--- config.mk ---
export PLATFORM = sky130hd
export DESIGN_NAME = lsu_mem_if_flat
export DESIGN_NICKNAME = d
export VERILOG_FILES = /design/src/rtl/lsu_pkg.sv /design/src/rtl/dbus_if.sv /design/src/rtl/lsu_serial_if.sv /design/src/rtl/lsu_mem_if.sv /design/src/flat_wrapper.sv
export SDC_FILE = /design/constraint.sdc
export NUM_CORES = 1
export LEC_CHECK = 0
export BUFFER_PORTS_ARGS = -buffer_cell sky130_fd_sc_hd__buf_4
export CAP_MARGIN = 20
export CORE_MARGIN = 2
export CORE_UTILIZATION = 52
export CTS_BUF_LIST = sky130_fd_sc_hd__clkbuf_8
export CTS_CLUSTER_SIZE = 12
export DETAILED_ROUTE_END_ITERATION = 7
export GPL_TIMING_DRIVEN = 0
export PLACE_DENSITY = 0.94
export SYNTH_ARGS = -nofsm -noshare
export SYNTH_HDL_FRONTEND = slang
export SYNTH_SLANG_ARGS = --single-unit
--- constraint.sdc ---
create_clock -name i_clk -period 2.2 [get_ports i_clk]
set_input_delay 0.44 -clock i_clk [delete_from_list [all_inputs] [get_ports i_clk]]
set_output_delay 0.44 -clock i_clk [all_outputs]
set_load 0.05 [all_outputs]
--- src/rtl/lsu_pkg.sv ---
`default_nettype none

package lsu_pkg;

   // ################################################
   // sizes

   localparam int XLEN      = 32;
   localparam int BYTES     = XLEN / 8;          // byte lanes per word
   localparam int CNT_W     = $clog2(XLEN);      // serial bit counter
   localparam int RAM_WORDS = 256;
   localparam int RAM_AW    = $clog2(RAM_WORDS); // word address, adr[9:2]

   // ################################################
   // access width, funct3 coding
   // bit 2 unsigned, bit 1 word, bit 0 half

   typedef enum logic [2:0] {
      LSU_B  = 3'd0,
      LSU_H  = 3'd1,
      LSU_W  = 3'd2,
      LSU_BU = 3'd4,
      LSU_HU = 3'd5
   } lsu_width_e;

   // ################################################
   // sequencer states

   typedef enum logic [2:0] {
      SEQ_IDLE   = 3'd0, // waiting for a request
      SEQ_ADDR   = 3'd1, // operands shifted in, address formed
      SEQ_WAIT   = 3'd2, // bus access in flight
      SEQ_RESULT = 3'd3, // load data shifted out
      SEQ_DONE   = 3'd4  // response pulse
   } seq_state_e;

endpackage

`default_nettype wire

--- src/rtl/dbus_if.sv ---
`default_nettype none

interface dbus_if;

   // command channel
   logic                          ca_cmd;  // 1 = store
   logic [lsu_pkg::XLEN-1:0]      ca_adr;
   logic                          ca_vld;
   logic                          ca_rdy;

   // write data channel
   logic [lsu_pkg::XLEN-1:0]      dm_dat;
   logic [lsu_pkg::BYTES-1:0]     dm_msk;
   logic                          dm_vld;
   logic                          dm_rdy;

   // read data channel
   logic [lsu_pkg::XLEN-1:0]      rd_dat;
   logic                          rd_vld;
   logic                          rd_rdy;

   modport master (
      output ca_cmd, ca_adr, ca_vld, dm_dat, dm_msk, dm_vld, rd_rdy,
      input  ca_rdy, dm_rdy, rd_dat, rd_vld
   );

   modport slave (
      input  ca_cmd, ca_adr, ca_vld, dm_dat, dm_msk, dm_vld, rd_rdy,
      output ca_rdy, dm_rdy, rd_dat, rd_vld
   );

endinterface

`default_nettype wire

--- src/rtl/lsu_serial_if.sv ---
`default_nettype none

interface lsu_serial_if;

   // sequencer side
   logic                  en;        // shift enable
   logic                  init;      // address and operand phase
   logic                  dat_valid; // result bit inside access width
   logic                  cmd;       // 1 = store
   lsu_pkg::lsu_width_e   funct3;
   logic                  rs1;       // base, lsb first
   logic                  rs2;       // store data, lsb first
   logic                  imm;       // offset, lsb first

   // memory interface side
   logic                  rd;        // result bit
   logic                  busy;

   modport seq (
      output en, init, dat_valid, cmd, funct3, rs1, rs2, imm,
      input  rd, busy
   );

   modport mem (
      input  en, init, dat_valid, cmd, funct3, rs1, rs2, imm,
      output rd, busy
   );

endinterface

`default_nettype wire

--- src/rtl/lsu_mem_if.sv ---
`default_nettype none

module lsu_mem_if (
   input  wire          i_clk,
   input  wire          i_reset,
   lsu_serial_if.mem    ser,
   dbus_if.master       bus
);

   logic                          ca_en;
   logic                          dm_en;
   logic                          rd_en;
   logic                          init_r;
   logic                          init_fall;
   logic                          carry;
   logic                          sum;
   logic                          signbit;
   logic [lsu_pkg::XLEN-1:0]      adr;
   logic [lsu_pkg::XLEN-1:0]      dat;
   logic                          is_signed;
   logic                          is_word;
   logic                          is_half;
   logic [1:0]                    bytepos;
   logic                          upper_half;

   assign ca_en     = bus.ca_vld & bus.ca_rdy;
   assign dm_en     = bus.dm_vld & bus.dm_rdy;
   assign rd_en     = bus.rd_vld & bus.rd_rdy;
   assign init_fall = init_r & !ser.init;

   assign is_signed  = !ser.funct3[2];
   assign is_word    = ser.funct3[1];
   assign is_half    = ser.funct3[0];
   assign bytepos    = adr[1:0];
   assign upper_half = bytepos[1];

   // ################################################
   // serial address adder, rs1 + imm

   assign sum = ser.rs1 ^ ser.imm ^ carry;

   always_ff @(posedge i_clk) begin
      if (i_reset | !ser.en)
         carry <= 1'b0;
      else
         carry <= (ser.rs1 & ser.imm) | (carry & (ser.rs1 ^ ser.imm));
   end

   always_ff @(posedge i_clk) begin
      if (ser.en & ser.init)
         adr <= {sum, adr[lsu_pkg::XLEN-1:1]}; // lsb arrives first
   end

   // ################################################
   // bus channels

   assign bus.ca_cmd = ser.cmd;
   assign bus.ca_adr = adr;
   assign bus.rd_rdy = !ser.en;

   // byte lanes replicated so the mask picks the right one
   assign bus.dm_dat = is_word ? dat :
                       is_half ? {2{dat[15:0]}} :
                       {4{dat[7:0]}};
   assign bus.dm_msk = is_word ? 4'b1111 :
                       is_half ? {{2{upper_half}}, ~{2{upper_half}}} :
                       4'b0001 << bytepos;

   always_ff @(posedge i_clk) begin
      if (i_reset) begin
         init_r     <= 1'b0;
         ser.busy   <= 1'b0;
         bus.ca_vld <= 1'b0;
         bus.dm_vld <= 1'b0;
      end else begin
         init_r <= ser.init;

         if (ser.en & ser.init)
            ser.busy <= 1'b1;
         else if (rd_en | dm_en)
            ser.busy <= 1'b0;

         if (ca_en)
            bus.ca_vld <= 1'b0;
         else if (init_fall)
            bus.ca_vld <= 1'b1;

         if (dm_en)
            bus.dm_vld <= 1'b0;
         else if (init_fall)
            bus.dm_vld <= ser.cmd; // stores only
      end
   end

   // ################################################
   // data register, store data in and load data out

   always_ff @(posedge i_clk) begin
      if (rd_en)
         dat <= bus.rd_dat >> {bytepos, 3'b000}; // addressed byte or half to bit 0
      else if (ser.en)
         dat <= {ser.rs2, dat[lsu_pkg::XLEN-1:1]};

      if (ser.en & ser.dat_valid)
         signbit <= dat[0]; // last valid bit is the sign
   end

   assign ser.rd = ser.dat_valid ? dat[0] : (is_signed & signbit);

endmodule

`default_nettype wire

--- src/flat_wrapper.sv ---
// flat-port wrapper written by rule: the top's interface ports become plain ports
module lsu_mem_if_flat 
  (i_clk, i_reset, ser_en, ser_init, ser_dat_valid, ser_cmd, ser_funct3, ser_rs1, ser_rs2, ser_imm, ser_rd, ser_busy, bus_ca_cmd, bus_ca_adr, bus_ca_vld, bus_dm_dat, bus_dm_msk, bus_dm_vld, bus_rd_rdy, bus_ca_rdy, bus_dm_rdy, bus_rd_dat, bus_rd_vld);
  lsu_serial_if ser_i ();
  dbus_if bus_i ();
  input  wire i_clk;
  input  wire i_reset;
  input wire logic [$bits(ser_i.en)-1:0] ser_en;
  input wire logic [$bits(ser_i.init)-1:0] ser_init;
  input wire logic [$bits(ser_i.dat_valid)-1:0] ser_dat_valid;
  input wire logic [$bits(ser_i.cmd)-1:0] ser_cmd;
  input wire logic [$bits(ser_i.funct3)-1:0] ser_funct3;
  input wire logic [$bits(ser_i.rs1)-1:0] ser_rs1;
  input wire logic [$bits(ser_i.rs2)-1:0] ser_rs2;
  input wire logic [$bits(ser_i.imm)-1:0] ser_imm;
  output wire logic [$bits(ser_i.rd)-1:0] ser_rd;
  output wire logic [$bits(ser_i.busy)-1:0] ser_busy;
  output wire logic [$bits(bus_i.ca_cmd)-1:0] bus_ca_cmd;
  output wire logic [$bits(bus_i.ca_adr)-1:0] bus_ca_adr;
  output wire logic [$bits(bus_i.ca_vld)-1:0] bus_ca_vld;
  output wire logic [$bits(bus_i.dm_dat)-1:0] bus_dm_dat;
  output wire logic [$bits(bus_i.dm_msk)-1:0] bus_dm_msk;
  output wire logic [$bits(bus_i.dm_vld)-1:0] bus_dm_vld;
  output wire logic [$bits(bus_i.rd_rdy)-1:0] bus_rd_rdy;
  input wire logic [$bits(bus_i.ca_rdy)-1:0] bus_ca_rdy;
  input wire logic [$bits(bus_i.dm_rdy)-1:0] bus_dm_rdy;
  input wire logic [$bits(bus_i.rd_dat)-1:0] bus_rd_dat;
  input wire logic [$bits(bus_i.rd_vld)-1:0] bus_rd_vld;
  assign ser_i.en = ser_en;
  assign ser_i.init = ser_init;
  assign ser_i.dat_valid = ser_dat_valid;
  assign ser_i.cmd = ser_cmd;
  assign ser_i.funct3 = ser_funct3;
  assign ser_i.rs1 = ser_rs1;
  assign ser_i.rs2 = ser_rs2;
  assign ser_i.imm = ser_imm;
  assign ser_rd = ser_i.rd;
  assign ser_busy = ser_i.busy;
  assign bus_ca_cmd = bus_i.ca_cmd;
  assign bus_ca_adr = bus_i.ca_adr;
  assign bus_ca_vld = bus_i.ca_vld;
  assign bus_dm_dat = bus_i.dm_dat;
  assign bus_dm_msk = bus_i.dm_msk;
  assign bus_dm_vld = bus_i.dm_vld;
  assign bus_rd_rdy = bus_i.rd_rdy;
  assign bus_i.ca_rdy = bus_ca_rdy;
  assign bus_i.dm_rdy = bus_dm_rdy;
  assign bus_i.rd_dat = bus_rd_dat;
  assign bus_i.rd_vld = bus_rd_vld;
  lsu_mem_if u_core (.i_clk(i_clk), .i_reset(i_reset), .ser(ser_i), .bus(bus_i));
endmodule
==> run metrics <==
Post-DP HPWL 6828 um; # hold bufs at CTS 0; die height 85.24 um; Detailed Routing Iterations Pass 1 5; MaxCap Viol Count 0; CP Cell Sequence buf_6 -> buf_12 -> buf_12 -> nor2_1 -> o21bai_1 -> buf_4; TritonCTS clock tree done; post-placement cell count 453; Net count, final 435; GRT overflow 0; clk sinks 70; WP data required 1.76 ns; # diodes 0; instance area after placement 4444 um^2; worst reg-to-reg setup slack 0.61 ns; sequential area share after synthesis 0.5979; Syn-to-layout area delta 35.80%; starting density of the core 0.5405; Startpoint Class flop; CP peak stage delay 0.42 ns; core area 6350 um^2; postcts setup bufs 0; Hold Path Class input port to flop; critical path arrival 1.70 ns; vias in the first global route 2712; Slew @ Worst Pin 0.7808 ns; critical path capture point type output pin; CTS H-tree depth 3; R2R depth 4; period utilisation layout 0.9714; Post-Layout Inst Area 4661 um^2; Slew Limit Fails 0; Non-Filler Instances 469; Worst-path clk slew 0.07 ns; Vias/cell 5.861; Final Skew 0.01332 ns; largest family of logic cells by synthesized area multiplexers; largest cells by area after synthesis edfxtp_1 (57%), mux2i_1 (7.6%), mux2_2 (7.5%); die area 7266 um^2; RSZ-0062 raised after global routing no; status finished, final reports clean; DR iter-0 viols 215; area share of the largest cell type after synthesis 0.5687; final setup fails 0; Max Root-Sink Buffers 2; Unique masters post-synth 33; min-delay src bus_dm_rdy; critical path type flop to output pin; Synth Area in Adders 0.005833; simple-gate portion of the synthesized area 0.07911; relative slew slack 0.4795; syn avg cell area 13.46 um^2; die width 85.24 um; per-cell routed wire length 19.68 um; Critical-path top delay cell edfxtp_1; xor and xnor area share after synthesis 0; warnings from Yosys 0; Reg2Reg Launch Point u_core.bus.ca_adr[1]$_DFFE_PP_; Synth Area in Compound Gates 0.1024; port bufs 120; Most common cell on crit path buf_12; Synth area leader edfxtp_1; site row count 29; largest net degree at the start of global routing 33; synthesized area 3432 um^2; final worst path period need 2.137 ns; reg2reg end u_core.dat[12]$_DFFE_PP_; Hold Crit Endpoint u_core.bus.dm_vld$_SDFFE_PP0P_; Pwr Density 822.1 nW/um^2; CTS Root Cell clkbuf_8; share of layout cells above drive strength 1 0.4821; Post-synth EDFFs 65; GPL Wtd Cong 0.9122; detailed-route wire length 9228 um; TritonCTS buffer count 9; CP Buf/Inv Count 4; Vias 2749; Clock Latency Late Sink 0.35 ns; synthesized netlist cell count 255; antenna violations before repair 0; Worst Hold Path Cells 2; Leak 0.001996 uW; Worst Path Max Fanout 10; DRT antenna net count 0; #FFs+latches synth 70; GR Util All Layers 0.2575; first-pass GRT wire length 13980 um; Worst VDD drop 0.5670 mV; IO Count 121; Fmax achieved 0.4679 GHz; Synth Flop Type edfxtp_1; delay-heaviest family, CP buffers and inverters; ys async rst share 0; Post-route DRC 0; final hold vios 0; multiplexer share of the synthesized area 0.1557; syn nets 303
==> area by class of cell <==
class / instances / area, um^2
clock inverter: 7 / 91.34
timing repair buffer: 121 / 915.9
buffer: 24 / 192.7
clock buffer: 9 / 123.9
multi-input combinational: 158 / 1177
tap: 77 / 96.34
sequential: 70 / 2052
fill: 421 / 1689
inverter: 3 / 11.26
==> what timing repair did <==
action | in CTS | in global routing
endpoints found under the hold margin | 0 | 0
resized for setup | 0 | 2
endpoints found under the setup margin | 0 | 1
==> power breakdown <==
part,internal [uW],switching [uW]
clock,632,490
sequential,1580,88.3
combinational,368,670
total,2580,1250
==> cell families after synthesis <==
family          Yosys count
compound gates           47
mux                      50
fa+ha+maj                 1
simple gates             60
flops                    70
buf+inv                  27
==> flip-flops by register name, indices dropped and copies added, names as in the netlist <==
signal,flops
u_core.carry,1
u_core.bus.ca_adr,32
u_core.ser.busy,1
u_core.bus.dm_vld,1
u_core.init_r,1
u_core.bus.ca_vld,1
u_core.dat,32
u_core.signbit,1
==> cell usage in the layout (no fill, tap or decap), types with 4 or more instances in the layout <==
cell type  count
buf_4        130
edfxtp_1      65
nand2_1       27
mux2i_1       26
mux2_2        23
nor2_1        19
o21ai_1        9
clkbuf_8       9
a22o_1         8
o21ai_0        8
o221ai_1       8
buf_2          7
a221oi_1       6
dfxtp_1        5
nor2b_1        4
==> worst register-to-register path: cells and delay by family (launching register included) <==
family / cells / cell delay [ns]
buffers and inverters: 1 / 0.18
AND/OR/NAND/NOR: 2 / 0.27
AO/OA/AOI/OAI: 1 / 0.35
flip-flops: 1 / 0.55
==> per-stage QoR <==
stage / power (uW) / TNS [ns] / util / setup WS (ns) / hold WS, ns
after floorplan: 2370 / -0.3372 / - / -0.1686 / 0.5077
after global placement: 2696 / 0 / 0.6975 / 0.1815 / 0.4341
after detailed placement: 2727 / 0 / 0.6999 / 0.1420 / 0.4366
after CTS: 3839 / 0 / 0.7338 / 0.05054 / 0.2679
after global routing: 3956 / 0 / 0.7340 / 0.005443 / 0.2666
final: 3832 / 0 / 0.7340 / 0.06287 / 0.2785
==> worst max path at each step <==
stage	start	to	cells past startpoint
after floorplan	u_core.bus.ca_adr[0]$_DFFE_PP_	bus_dm_msk[1]	5
after global placement	ser_funct3[1]	bus_dm_dat[30]	6
after detailed placement	ser_funct3[1]	bus_dm_dat[30]	6
after CTS	u_core.bus.ca_adr[0]$_DFFE_PP_	bus_dm_msk[3]	6
after global routing	u_core.bus.ca_adr[0]$_DFFE_PP_	bus_dm_msk[1]	6
final	u_core.bus.ca_adr[0]$_DFFE_PP_	bus_dm_msk[3]	6
==> synthesized netlist by cell type (all sizes together), types with 2 or more instances <==
| cell | n |
|---|---|
| a21o | 2 |
| mux2 | 24 |
| inv | 3 |
| edfxtp | 65 |
| mux2i | 26 |
| buf | 22 |
| and2 | 2 |
| nor2b | 4 |
| o21ai | 17 |
| clkbuf | 2 |
| nand2b | 3 |
| nor2 | 20 |
| o221ai | 8 |
| o21bai | 2 |
| a22o | 8 |
| a221oi | 8 |
| nand2 | 28 |
| dfxtp | 5 |
==> routing by layer <==
metal  GRT usage  vias to the layer above  wire, um
met5           0                        -         0
met4      0.1169                        0       290
met3     0.07588                       26      1083
met2      0.4197                      198      4495
met1      0.3172                     1303      3358
li1            -                     1222         -
(Power assumes the default switching activity.)
