## src/rtl/lsu_pkg.sv

```systemverilog
`default_nettype none

package lsu_pkg;

   // ################################################
   // sizes

   localparam int XLEN      = 32;
   localparam int BYTES     = XLEN / 8;          // byte lanes per word
   localparam int CNT_W     = $clog2(XLEN);      // serial bit counter
   localparam int RAM_WORDS = 256;
   localparam int RAM_AW    = $clog2(RAM_WORDS); // word address, adr[9:2]

   // ################################################
   // access width, funct3 coding
   // bit 2 unsigned, bit 1 word, bit 0 half

   typedef enum logic [2:0] {
      LSU_B  = 3'd0,
      LSU_H  = 3'd1,
      LSU_W  = 3'd2,
      LSU_BU = 3'd4,
      LSU_HU = 3'd5
   } lsu_width_e;

   // ################################################
   // sequencer states

   typedef enum logic [2:0] {
      SEQ_IDLE   = 3'd0, // waiting for a request
      SEQ_ADDR   = 3'd1, // operands shifted in, address formed
      SEQ_WAIT   = 3'd2, // bus access in flight
      SEQ_RESULT = 3'd3, // load data shifted out
      SEQ_DONE   = 3'd4  // response pulse
   } seq_state_e;

endpackage

`default_nettype wire

```

## src/rtl/lsu_serial_if.sv

```systemverilog
`default_nettype none

interface lsu_serial_if;

   // sequencer side
   logic                  en;        // shift enable
   logic                  init;      // address and operand phase
   logic                  dat_valid; // result bit inside access width
   logic                  cmd;       // 1 = store
   lsu_pkg::lsu_width_e   funct3;
   logic                  rs1;       // base, lsb first
   logic                  rs2;       // store data, lsb first
   logic                  imm;       // offset, lsb first

   // memory interface side
   logic                  rd;        // result bit
   logic                  busy;

   modport seq (
      output en, init, dat_valid, cmd, funct3, rs1, rs2, imm,
      input  rd, busy
   );

   modport mem (
      input  en, init, dat_valid, cmd, funct3, rs1, rs2, imm,
      output rd, busy
   );

endinterface

`default_nettype wire

```

## src/rtl/lsu_sequencer.sv

```systemverilog
`default_nettype none

module lsu_sequencer (
   input  wire                          i_clk,
   input  wire                          i_reset,
   input  wire                          i_req_vld,
   output logic                         o_req_rdy,
   input  wire                          i_req_store,
   input  wire lsu_pkg::lsu_width_e     i_req_funct3,
   input  wire  [lsu_pkg::XLEN-1:0]     i_req_base,
   input  wire  [lsu_pkg::XLEN-1:0]     i_req_offset,
   input  wire  [lsu_pkg::XLEN-1:0]     i_req_wdata,
   output logic                         o_rsp_vld,
   output logic [lsu_pkg::XLEN-1:0]     o_rsp_data,
   lsu_serial_if.seq                    ser
);

   lsu_pkg::seq_state_e           state;
   logic [lsu_pkg::CNT_W-1:0]     bit_cnt;
   logic                          last_bit;
   logic                          req_en;
   logic                          store_q;
   lsu_pkg::lsu_width_e           width_q;
   logic [lsu_pkg::XLEN-1:0]      base_q;
   logic [lsu_pkg::XLEN-1:0]      offset_q;
   logic [lsu_pkg::XLEN-1:0]      wdata_q;
   logic [lsu_pkg::XLEN-1:0]      result_q;

   assign last_bit   = &bit_cnt;
   assign o_req_rdy  = (state == lsu_pkg::SEQ_IDLE);
   assign req_en     = i_req_vld & o_req_rdy;
   assign o_rsp_vld  = (state == lsu_pkg::SEQ_DONE);
   assign o_rsp_data = result_q;

   // ################################################
   // serial control

   assign ser.init   = (state == lsu_pkg::SEQ_ADDR);
   assign ser.en     = ser.init | (state == lsu_pkg::SEQ_RESULT);
   assign ser.cmd    = store_q;
   assign ser.funct3 = width_q;
   assign ser.rs1    = base_q[0];
   assign ser.imm    = offset_q[0];
   assign ser.rs2    = wdata_q[0];

   // bytes 0..7, halves 0..15, words all
   assign ser.dat_valid = width_q[1] |
                          (width_q[0] ? !bit_cnt[4] : (bit_cnt[4:3] == 2'b00));

   // ################################################
   // state machine

   always_ff @(posedge i_clk) begin
      if (i_reset) begin
         state   <= lsu_pkg::SEQ_IDLE;
         bit_cnt <= '0;
         store_q <= 1'b0;
         width_q <= lsu_pkg::LSU_W;
      end else begin
         case (state)
            lsu_pkg::SEQ_IDLE: begin
               if (req_en) begin
                  state   <= lsu_pkg::SEQ_ADDR;
                  bit_cnt <= '0;
                  store_q <= i_req_store;
                  width_q <= i_req_funct3;
               end
            end
            lsu_pkg::SEQ_ADDR: begin
               bit_cnt <= bit_cnt + 1'b1;
               if (last_bit)
                  state <= lsu_pkg::SEQ_WAIT;
            end
            lsu_pkg::SEQ_WAIT: begin
               if (!ser.busy)
                  state <= store_q ? lsu_pkg::SEQ_IDLE : lsu_pkg::SEQ_RESULT;
            end
            lsu_pkg::SEQ_RESULT: begin
               bit_cnt <= bit_cnt + 1'b1;
               if (last_bit)
                  state <= lsu_pkg::SEQ_DONE;
            end
            lsu_pkg::SEQ_DONE: state <= lsu_pkg::SEQ_IDLE;
            default:           state <= lsu_pkg::SEQ_IDLE;
         endcase
      end
   end

   // ################################################
   // operand and result shift registers

   always_ff @(posedge i_clk) begin
      if (req_en) begin
         base_q   <= i_req_base;
         offset_q <= i_req_offset;
         wdata_q  <= i_req_wdata;
      end else if (ser.init) begin
         base_q   <= {1'b0, base_q[lsu_pkg::XLEN-1:1]};
         offset_q <= {1'b0, offset_q[lsu_pkg::XLEN-1:1]};
         wdata_q  <= {1'b0, wdata_q[lsu_pkg::XLEN-1:1]};
      end

      if (state == lsu_pkg::SEQ_RESULT)
         result_q <= {ser.rd, result_q[lsu_pkg::XLEN-1:1]}; // lsb first
   end

endmodule

`default_nettype wire

```

## src/flat_wrapper.sv

```systemverilog
// flat-port wrapper written by rule: the top's interface ports become plain ports
module lsu_sequencer_flat 
  (i_clk, i_reset, i_req_vld, o_req_rdy, i_req_store, i_req_funct3, i_req_base, i_req_offset, i_req_wdata, o_rsp_vld, o_rsp_data, ser_en, ser_init, ser_dat_valid, ser_cmd, ser_funct3, ser_rs1, ser_rs2, ser_imm, ser_rd, ser_busy);
  lsu_serial_if ser_i ();
  input  wire i_clk;
  input  wire i_reset;
  input  wire i_req_vld;
  output logic o_req_rdy;
  input  wire i_req_store;
  input  wire lsu_pkg::lsu_width_e i_req_funct3;
  input  wire  [lsu_pkg::XLEN-1:0] i_req_base;
  input  wire  [lsu_pkg::XLEN-1:0] i_req_offset;
  input  wire  [lsu_pkg::XLEN-1:0] i_req_wdata;
  output logic o_rsp_vld;
  output logic [lsu_pkg::XLEN-1:0] o_rsp_data;
  output wire logic [$bits(ser_i.en)-1:0] ser_en;
  output wire logic [$bits(ser_i.init)-1:0] ser_init;
  output wire logic [$bits(ser_i.dat_valid)-1:0] ser_dat_valid;
  output wire logic [$bits(ser_i.cmd)-1:0] ser_cmd;
  output wire logic [$bits(ser_i.funct3)-1:0] ser_funct3;
  output wire logic [$bits(ser_i.rs1)-1:0] ser_rs1;
  output wire logic [$bits(ser_i.rs2)-1:0] ser_rs2;
  output wire logic [$bits(ser_i.imm)-1:0] ser_imm;
  input wire logic [$bits(ser_i.rd)-1:0] ser_rd;
  input wire logic [$bits(ser_i.busy)-1:0] ser_busy;
  assign ser_en = ser_i.en;
  assign ser_init = ser_i.init;
  assign ser_dat_valid = ser_i.dat_valid;
  assign ser_cmd = ser_i.cmd;
  assign ser_funct3 = ser_i.funct3;
  assign ser_rs1 = ser_i.rs1;
  assign ser_rs2 = ser_i.rs2;
  assign ser_imm = ser_i.imm;
  assign ser_i.rd = ser_rd;
  assign ser_i.busy = ser_busy;
  lsu_sequencer u_core (.i_clk(i_clk), .i_reset(i_reset), .i_req_vld(i_req_vld), .o_req_rdy(o_req_rdy), .i_req_store(i_req_store), .i_req_funct3(i_req_funct3), .i_req_base(i_req_base), .i_req_offset(i_req_offset), .i_req_wdata(i_req_wdata), .o_rsp_vld(o_rsp_vld), .o_rsp_data(o_rsp_data), .ser(ser_i));
endmodule
```

## config.mk

```make
export PLATFORM = sky130hd
export DESIGN_NAME = lsu_sequencer_flat
export DESIGN_NICKNAME = d
export VERILOG_FILES = /design/src/rtl/lsu_pkg.sv /design/src/rtl/lsu_serial_if.sv /design/src/rtl/lsu_sequencer.sv /design/src/flat_wrapper.sv
export SDC_FILE = /design/constraint.sdc
export NUM_CORES = 1
export LEC_CHECK = 0
export ABC_AREA = 1
export BUFFER_PORTS_ARGS = -buffer_cell sky130_fd_sc_hd__buf_2
export CAP_MARGIN = 20
export CORE_ASPECT_RATIO = 0.8
export CORE_MARGIN = 5
export CORE_UTILIZATION = 51
export CTS_CLUSTER_SIZE = 16
export DETAILED_ROUTE_END_ITERATION = 6
export PLACE_DENSITY_LB_ADDON = 0.15
export SYNTH_ARGS = -nofsm -noshare
export SYNTH_HDL_FRONTEND = slang
export SYNTH_SLANG_ARGS = --single-unit
```

## constraint.sdc

```tcl
create_clock -name i_clk -period 4.8 [get_ports i_clk]
set_clock_uncertainty 0.05 [all_clocks]
set_input_delay 0.96 -clock i_clk [delete_from_list [all_inputs] [get_ports i_clk]]
set_output_delay 0.96 -clock i_clk [all_outputs]
set_load 0.05 [all_outputs]
```

==> results.json, run 1 <==
{
  "critPathMaxStageDelay_ps": 410,
  "synth.cells.most_frequent": "305 x nand2_1, 128 x edfxtp_1, 15 x inv_1",
  "synth-warning-count": 0,
  "maxSlewHeadroom_pct": 50.1,
  "hold_ws_ps": 393,
  "cts_num_sinks": 140,
  "detail_route.vias_per_cell": 4.78,
  "synth-edff-count": 128,
  "finalWeightedCongestion": 0.768,
  "utilization_pct": 65.7,
  "synthMostInstantiatedCell": "nand2_1",
  "post-route-worst-setup-slack_ps": 2070,
  "numCtsBuffers": 17,
  "global_route.overflow_total": 0,
  "timing.critical_path.fanout_max": 8,
  "detail_routed_net_length_per_standard_cell_um": 14.0,
  "grt_pass1_wl_um": 18700,
  "yosysUniqueCellTypes": 19,
  "clockRootBuffer": "clkbuf_16",
  "drtPass1Iterations": 4,
  "postSynthRegisterBits": 140,
  "critPathCaptureType": "primary output",
  "die_area_um2": 13300,
  "synth.cell_area_um2": 5630,
  "cp.buffers_inverters": 3,
  "final.period_utilization_pct": 56.9,
  "slew_violations": 0,
  "path_clk_slew_ps": 60,
  "dpl_worst_slack_ps": 1630,
  "grt_antenna_before_repair": 0,
  "nets": 779,
  "hpwl_um": 7750,
  "die_x_um": 127,
  "layout_min_cycle_time_ps": 2730,
  "core_um2": 10800,
  "report.final.hold_viol_count": 0,
  "hold_path.startpoint": "u_core.o_rsp_data[10]",
  "chipHeight_um": 104,
  "post_synth_main_area_contributors": "edfxtp_1 68%, nand2_1 20%, dfxtp_1 4.3%, buf_2 1.2%, buf_6 1.0%",
  "hold_path.class": "reg -> reg",
  "area.sequential_um2": 4080,
  "timing.critical_path.depth": 5,
  "yosys.area.top_type_share_pct": 68.3,
  "path_cells": "inv_1 > nor2_2 > nand2_1 > inv_1 > buf_2",
  "clockBufferDepth": 2,
  "post-cts-setup-buffers": 0,
  "power_density_nw_per_um2": 698,
  "drive_above_1_share_pct": 27.5,
  "reg2regPathDepth": 4,
  "primary_flip_flop_cell_chosen_by_synthesis_mapping": "edfxtp_1",
  "critPathMostFrequentCell": "inv_1",
  "antenna_cells_inserted": 0,
  "outcome": "finished, final reports clean",
  "setup_total_negative_slack_ps": 0,
  "h-tree-depth": 4,
  "worst_ir_drop_vdd_mv": 0.464,
  "worst_skew_pair.late_latency_ps": 410,
  "postCtsResizedCells": 0,
  "worst_ep_arrival_time_ps": 1720,
  "ctsHoldBuffers": 0,
  "layout.filler_cells": 882,
  "detail_route.wirelength_um": 11600,
  "yosysSeqAreaShare_pct": 72.5,
  "rows": 34,
  "synth.net_count": 627,
  "numPortBuffers": 148,
  "peak_clock_frequency_supported_by_timing_mhz": 366,
  "synth_top_area_cell": "edfxtp_1",
  "critical-path-slowest-cell": "dfxtp_1",
  "floorplan.initialDensity_pct": 51.9,
  "avg_inst_size_synth_um2": 10.8,
  "largest_net_degree_at_the_start_of_global_routing": 57,
  "tritoncts": "yes",
  "r2r-start": "u_core.state[0]",
  "grt_setup_unrepaired": "no",
  "max-cap-violations": 0,
  "synth_cells": 520,
  "multiInputGateArea_um2": 1370,
  "criticalPathCategory": "reg -> out",
  "start_point_of_the_critical_path": "u_core.state[0]",
  "grt_pass1_vias": 3888,
  "timing.critical_path.max_delay_family": "simple AND/OR/NAND/NOR gates",
  "timing.hold.worst_path_depth": 0,
  "ios": 149,
  "growth_of_design_area_from_synthesis_to_finish_pct": 26.5,
  "timing_worst_slew_pin_value_ps": 748,
  "synthArstFlopShare_pct": 0,
  "remaining_number_of_nets_flagged_by_the_antenna_check_after_routing": 0,
  "setup_viol": 0,
  "grt_usage_pct": 17.9,
  "routed-via-count": 3956,
  "worst_ep_required_time_ps": 3790,
  "detail_route.iter0.violations": 304,
  "drcViolationCount": 0,
  "cellLeakagePower_nw": 3.28,
  "crit_path_start_kind": "flip-flop"
}
==> where the power goes <==
group	total, W	leakage [nW]	internal [W]	switching, W
Clock	0.00139	0.295	0.000913	0.000477
Sequential	0.00224	1.33	0.00210	0.000147
Combinational	0.00134	1.65	0.000352	0.000990
==> final cells by class <==
cell class	count	area share, %
clock buffer	18	6.02
timing repair buffer	154	11.3
sequential	140	57.3
multi-input combinational	343	19.2
tap	144	2.53
inverter	16	0.843
clock inverter	13	2.79
==> registers in the layout, indices dropped and copies added, names as in the netlist <==
register and count:
u_core.state 3, u_core.o_rsp_data 32, u_core.ser.funct3 3, u_core.ser.cmd 1, u_core.wdata_q 32, u_core.offset_q 32
u_core.base_q 32, u_core.bit_cnt 5
==> worst paths after layout <==
kind	to	slack (ps)
setup reg to reg	u_core.offset_q[30]	2190
hold / removal	u_core.o_rsp_data[9]	390
setup / recovery	ser_init	2070
hold reg to reg	u_core.o_rsp_data[9]	390
==> logic make-up after synthesis <==
logic type | synth area share (%)
buffers and inverters | 3.49
and+or+nand+nor | 22.4
adders and majority gates | 0.444
AOI/OAI and AO/OA | 1.11
DFF | 72.5
==> layout by cell type, fill, tap and decap left out, types with 4 or more instances in the layout <==
| master | synthesis | routed |
|---|---|---|
| nand2_1 | 305 | 304 |
| clkinvlp_4 | 0 | 4 |
| buf_2 | 13 | 148 |
| a21oi_1 | 8 | 8 |
| inv_1 | 15 | 15 |
| clkbuf_16 | 0 | 17 |
| dfxtp_1 | 12 | 12 |
| bufinv_16 | 0 | 5 |
| edfxtp_1 | 128 | 128 |
| nor2_1 | 11 | 11 |
| buf_4 | 1 | 5 |
| nand3_1 | 8 | 8 |
==> metrics by stage <==
stage / instance area (um2) / power, W / std cells
after CTS: 7100 / 0.00502 / 827
after detailed placement: 6470 / 0.00361 / 796
after global routing: 7120 / 0.00528 / 828
final: 7120 / 0.00498 / 828
after global placement: 6470 / 0.00355 / 796
after floorplan: 5630 / 0.00330 / 520
==> layer usage <==
| layer | vias to the layer above | track usage [%] | wire (um) | share of wire, % |
|---|---|---|---|---|
| met5 | - | 0 | 0 | 0 |
| li1 | 1998 | - | - | - |
| met4 | 0 | 5.05 | 57 | 0.49 |
| met2 | 111 | 27.5 | 5680 | 49 |
| met3 | 4 | 5.90 | 780 | 6.7 |
| met1 | 1843 | 24.5 | 5040 | 44 |
Power figures use the tool's default switching activity.
==> inputs of run 2 (changes only) <==
--- a/config.mk
+++ b/config.mk
@@ -10,7 +10,7 @@
 export CAP_MARGIN = 20
 export CORE_ASPECT_RATIO = 0.8
 export CORE_MARGIN = 5
-export CORE_UTILIZATION = 51
+export CORE_UTILIZATION = 47
 export CTS_CLUSTER_SIZE = 16
 export DETAILED_ROUTE_END_ITERATION = 6
 export PLACE_DENSITY_LB_ADDON = 0.15
==> constraint.sdc (replaced) <==
create_clock -name i_clk -period 2.31 [get_ports i_clk]
set_clock_uncertainty 0.05 [all_clocks]
set_input_delay 0.462 -clock i_clk [delete_from_list [all_inputs] [get_ports i_clk]]
set_output_delay 0.462 -clock i_clk [all_outputs]
set_load 0.05 [all_outputs]
==> results.json, run 2 (synthesis results as in run 1) <==
{
  "post-cts-setup-buffers": 0,
  "hpwl_um": 7920,
  "h-tree-depth": 4,
  "critPathCaptureType": "primary output",
  "finalWeightedCongestion": 0.839,
  "setup_total_negative_slack_ps": 0,
  "path_clk_slew_ps": 60,
  "mostFrequentLayoutCell": "nand2_1",
  "drive_above_1_share_pct": 27.7,
  "layout.filler_cells": 976,
  "max-cap-violations": 0,
  "remaining_number_of_nets_flagged_by_the_antenna_check_after_routing": 0,
  "die_area_um2": 14300,
  "slew_violations": 0,
  "report.final.hold_viol_count": 0,
  "ctsHoldBuffers": 0,
  "cellLeakagePower_nw": 3.29,
  "post-route-worst-setup-slack_ps": 157,
  "worst_ep_arrival_time_ps": 1640,
  "postCtsResizedCells": 0,
  "place_area_um2": 6550,
  "power_density_nw_per_um2": 1430,
  "growth_of_design_area_from_synthesis_to_finish_pct": 26.7,
  "nets": 782,
  "setup_viol": 0,
  "area.sequential_um2": 4080,
  "criticalPathCategory": "reg -> out",
  "worst_skew_pair.late_latency_ps": 400,
  "numCtsBuffers": 17,
  "detail_route.iter0.violations": 310,
  "rows": 35,
  "grt_pass1_vias": 3970,
  "hold_path.class": "in -> reg",
  "tritoncts": "yes",
  "peak_clock_frequency_supported_by_timing_mhz": 464,
  "drtPass1Iterations": 4,
  "grt_pass1_wl_um": 18800,
  "clockBufferDepth": 2,
  "multiInputGateArea_um2": 1380,
  "final.period_utilization_pct": 93.2,
  "worst_ir_drop_vdd_mv": 0.882,
  "detail_route.wirelength_um": 11600,
  "grt_usage_pct": 16.4,
  "numPortBuffers": 148,
  "grt_setup_unrepaired": "no",
  "detail_routed_net_length_per_standard_cell_um": 13.8,
  "drcViolationCount": 0,
  "finish.cell_count_without_fillers": 835,
  "floorplan.initialDensity_pct": 48.5,
  "placed_cells_incl_taps": 804,
  "die_x_um": 132,
  "ios": 149,
  "chipHeight_um": 108,
  "finish.instance_area_um2": 7130,
  "timing_worst_slew_pin_value_ps": 541,
  "timing.critical_path.fanout_max": 8,
  "routed-via-count": 4023,
  "maxSlewHeadroom_pct": 64.0,
  "crit_path_start_kind": "flip-flop",
  "antenna_cells_inserted": 0,
  "cts_num_sinks": 140,
  "most-common-layout-cells": "304 x nand2_1, 148 x buf_2, 128 x edfxtp_1",
  "detail_route.vias_per_cell": 4.82,
  "largest_net_degree_at_the_start_of_global_routing": 57,
  "layout_min_cycle_time_ps": 2150,
  "clockRootBuffer": "clkbuf_16",
  "core_um2": 11600,
  "dpl_worst_slack_ps": 380,
  "worst_ep_required_time_ps": 1800,
  "grt_antenna_before_repair": 0,
  "outcome": "finished, final reports clean",
  "global_route.overflow_total": 0
}
-- run 2: where the power goes --
group / total (W) / switching (W) / leakage, nW / internal [W]
combinational: 0.00290 / 0.00207 / 1.67 / 0.000832
sequential: 0.00465 / 0.000308 / 1.33 / 0.00435
clock: 0.00267 / 0.000989 / 0.281 / 0.00168
-- run 2: worst paths after layout --
kind	start	endpoint	slack, ps	depth (start not counted)
setup / recovery	u_core.state[0]	ser_init	160	5
hold / removal	ser_rd	u_core.o_rsp_data[31]	190	1
setup reg to reg	u_core.state[0]	u_core.wdata_q[12]	480	5
hold reg to reg	u_core.o_rsp_data[17]	u_core.o_rsp_data[16]	390	0
-- run 2: layer usage --
| layer | vias up | wire (um) | track usage, % |
|---|---|---|---|
| met4 | 0 | 126 | 4.80 |
| li1 | 2010 | - | - |
| met3 | 8 | 843 | 5.75 |
| met1 | 1870 | 5150 | 22.4 |
| met5 | - | 0 | 0 |
| met2 | 135 | 5440 | 25.1 |
-- run 2: worst max-delay path, stage by stage, from the launching register on --
cell	delay, ps
dfxtp_1	410
inv_1	100
nor2_4	170
nand2_1	200
inv_1	90
buf_2	260
-- run 2: cell type report --
cell class / count / share of cell area, %
clock inverters: 13 / 2.10
inverters: 16 / 0.842
multi-input cells: 343 / 19.3
flip-flops and latches: 140 / 57.2
clock buffers: 18 / 6.02
well taps: 148 / 2.60
repair buffers: 157 / 11.9
-- run 2: per-stage QoR --
step                      hold slack, ps  util, %  power [W]
after floorplan                      400        -    0.00681
after global placement               379     56.4    0.00752
after detailed placement             376     56.4    0.00764
after CTS                            174     61.4     0.0103
after global routing                 165     61.5     0.0109
final                                187     61.5     0.0102
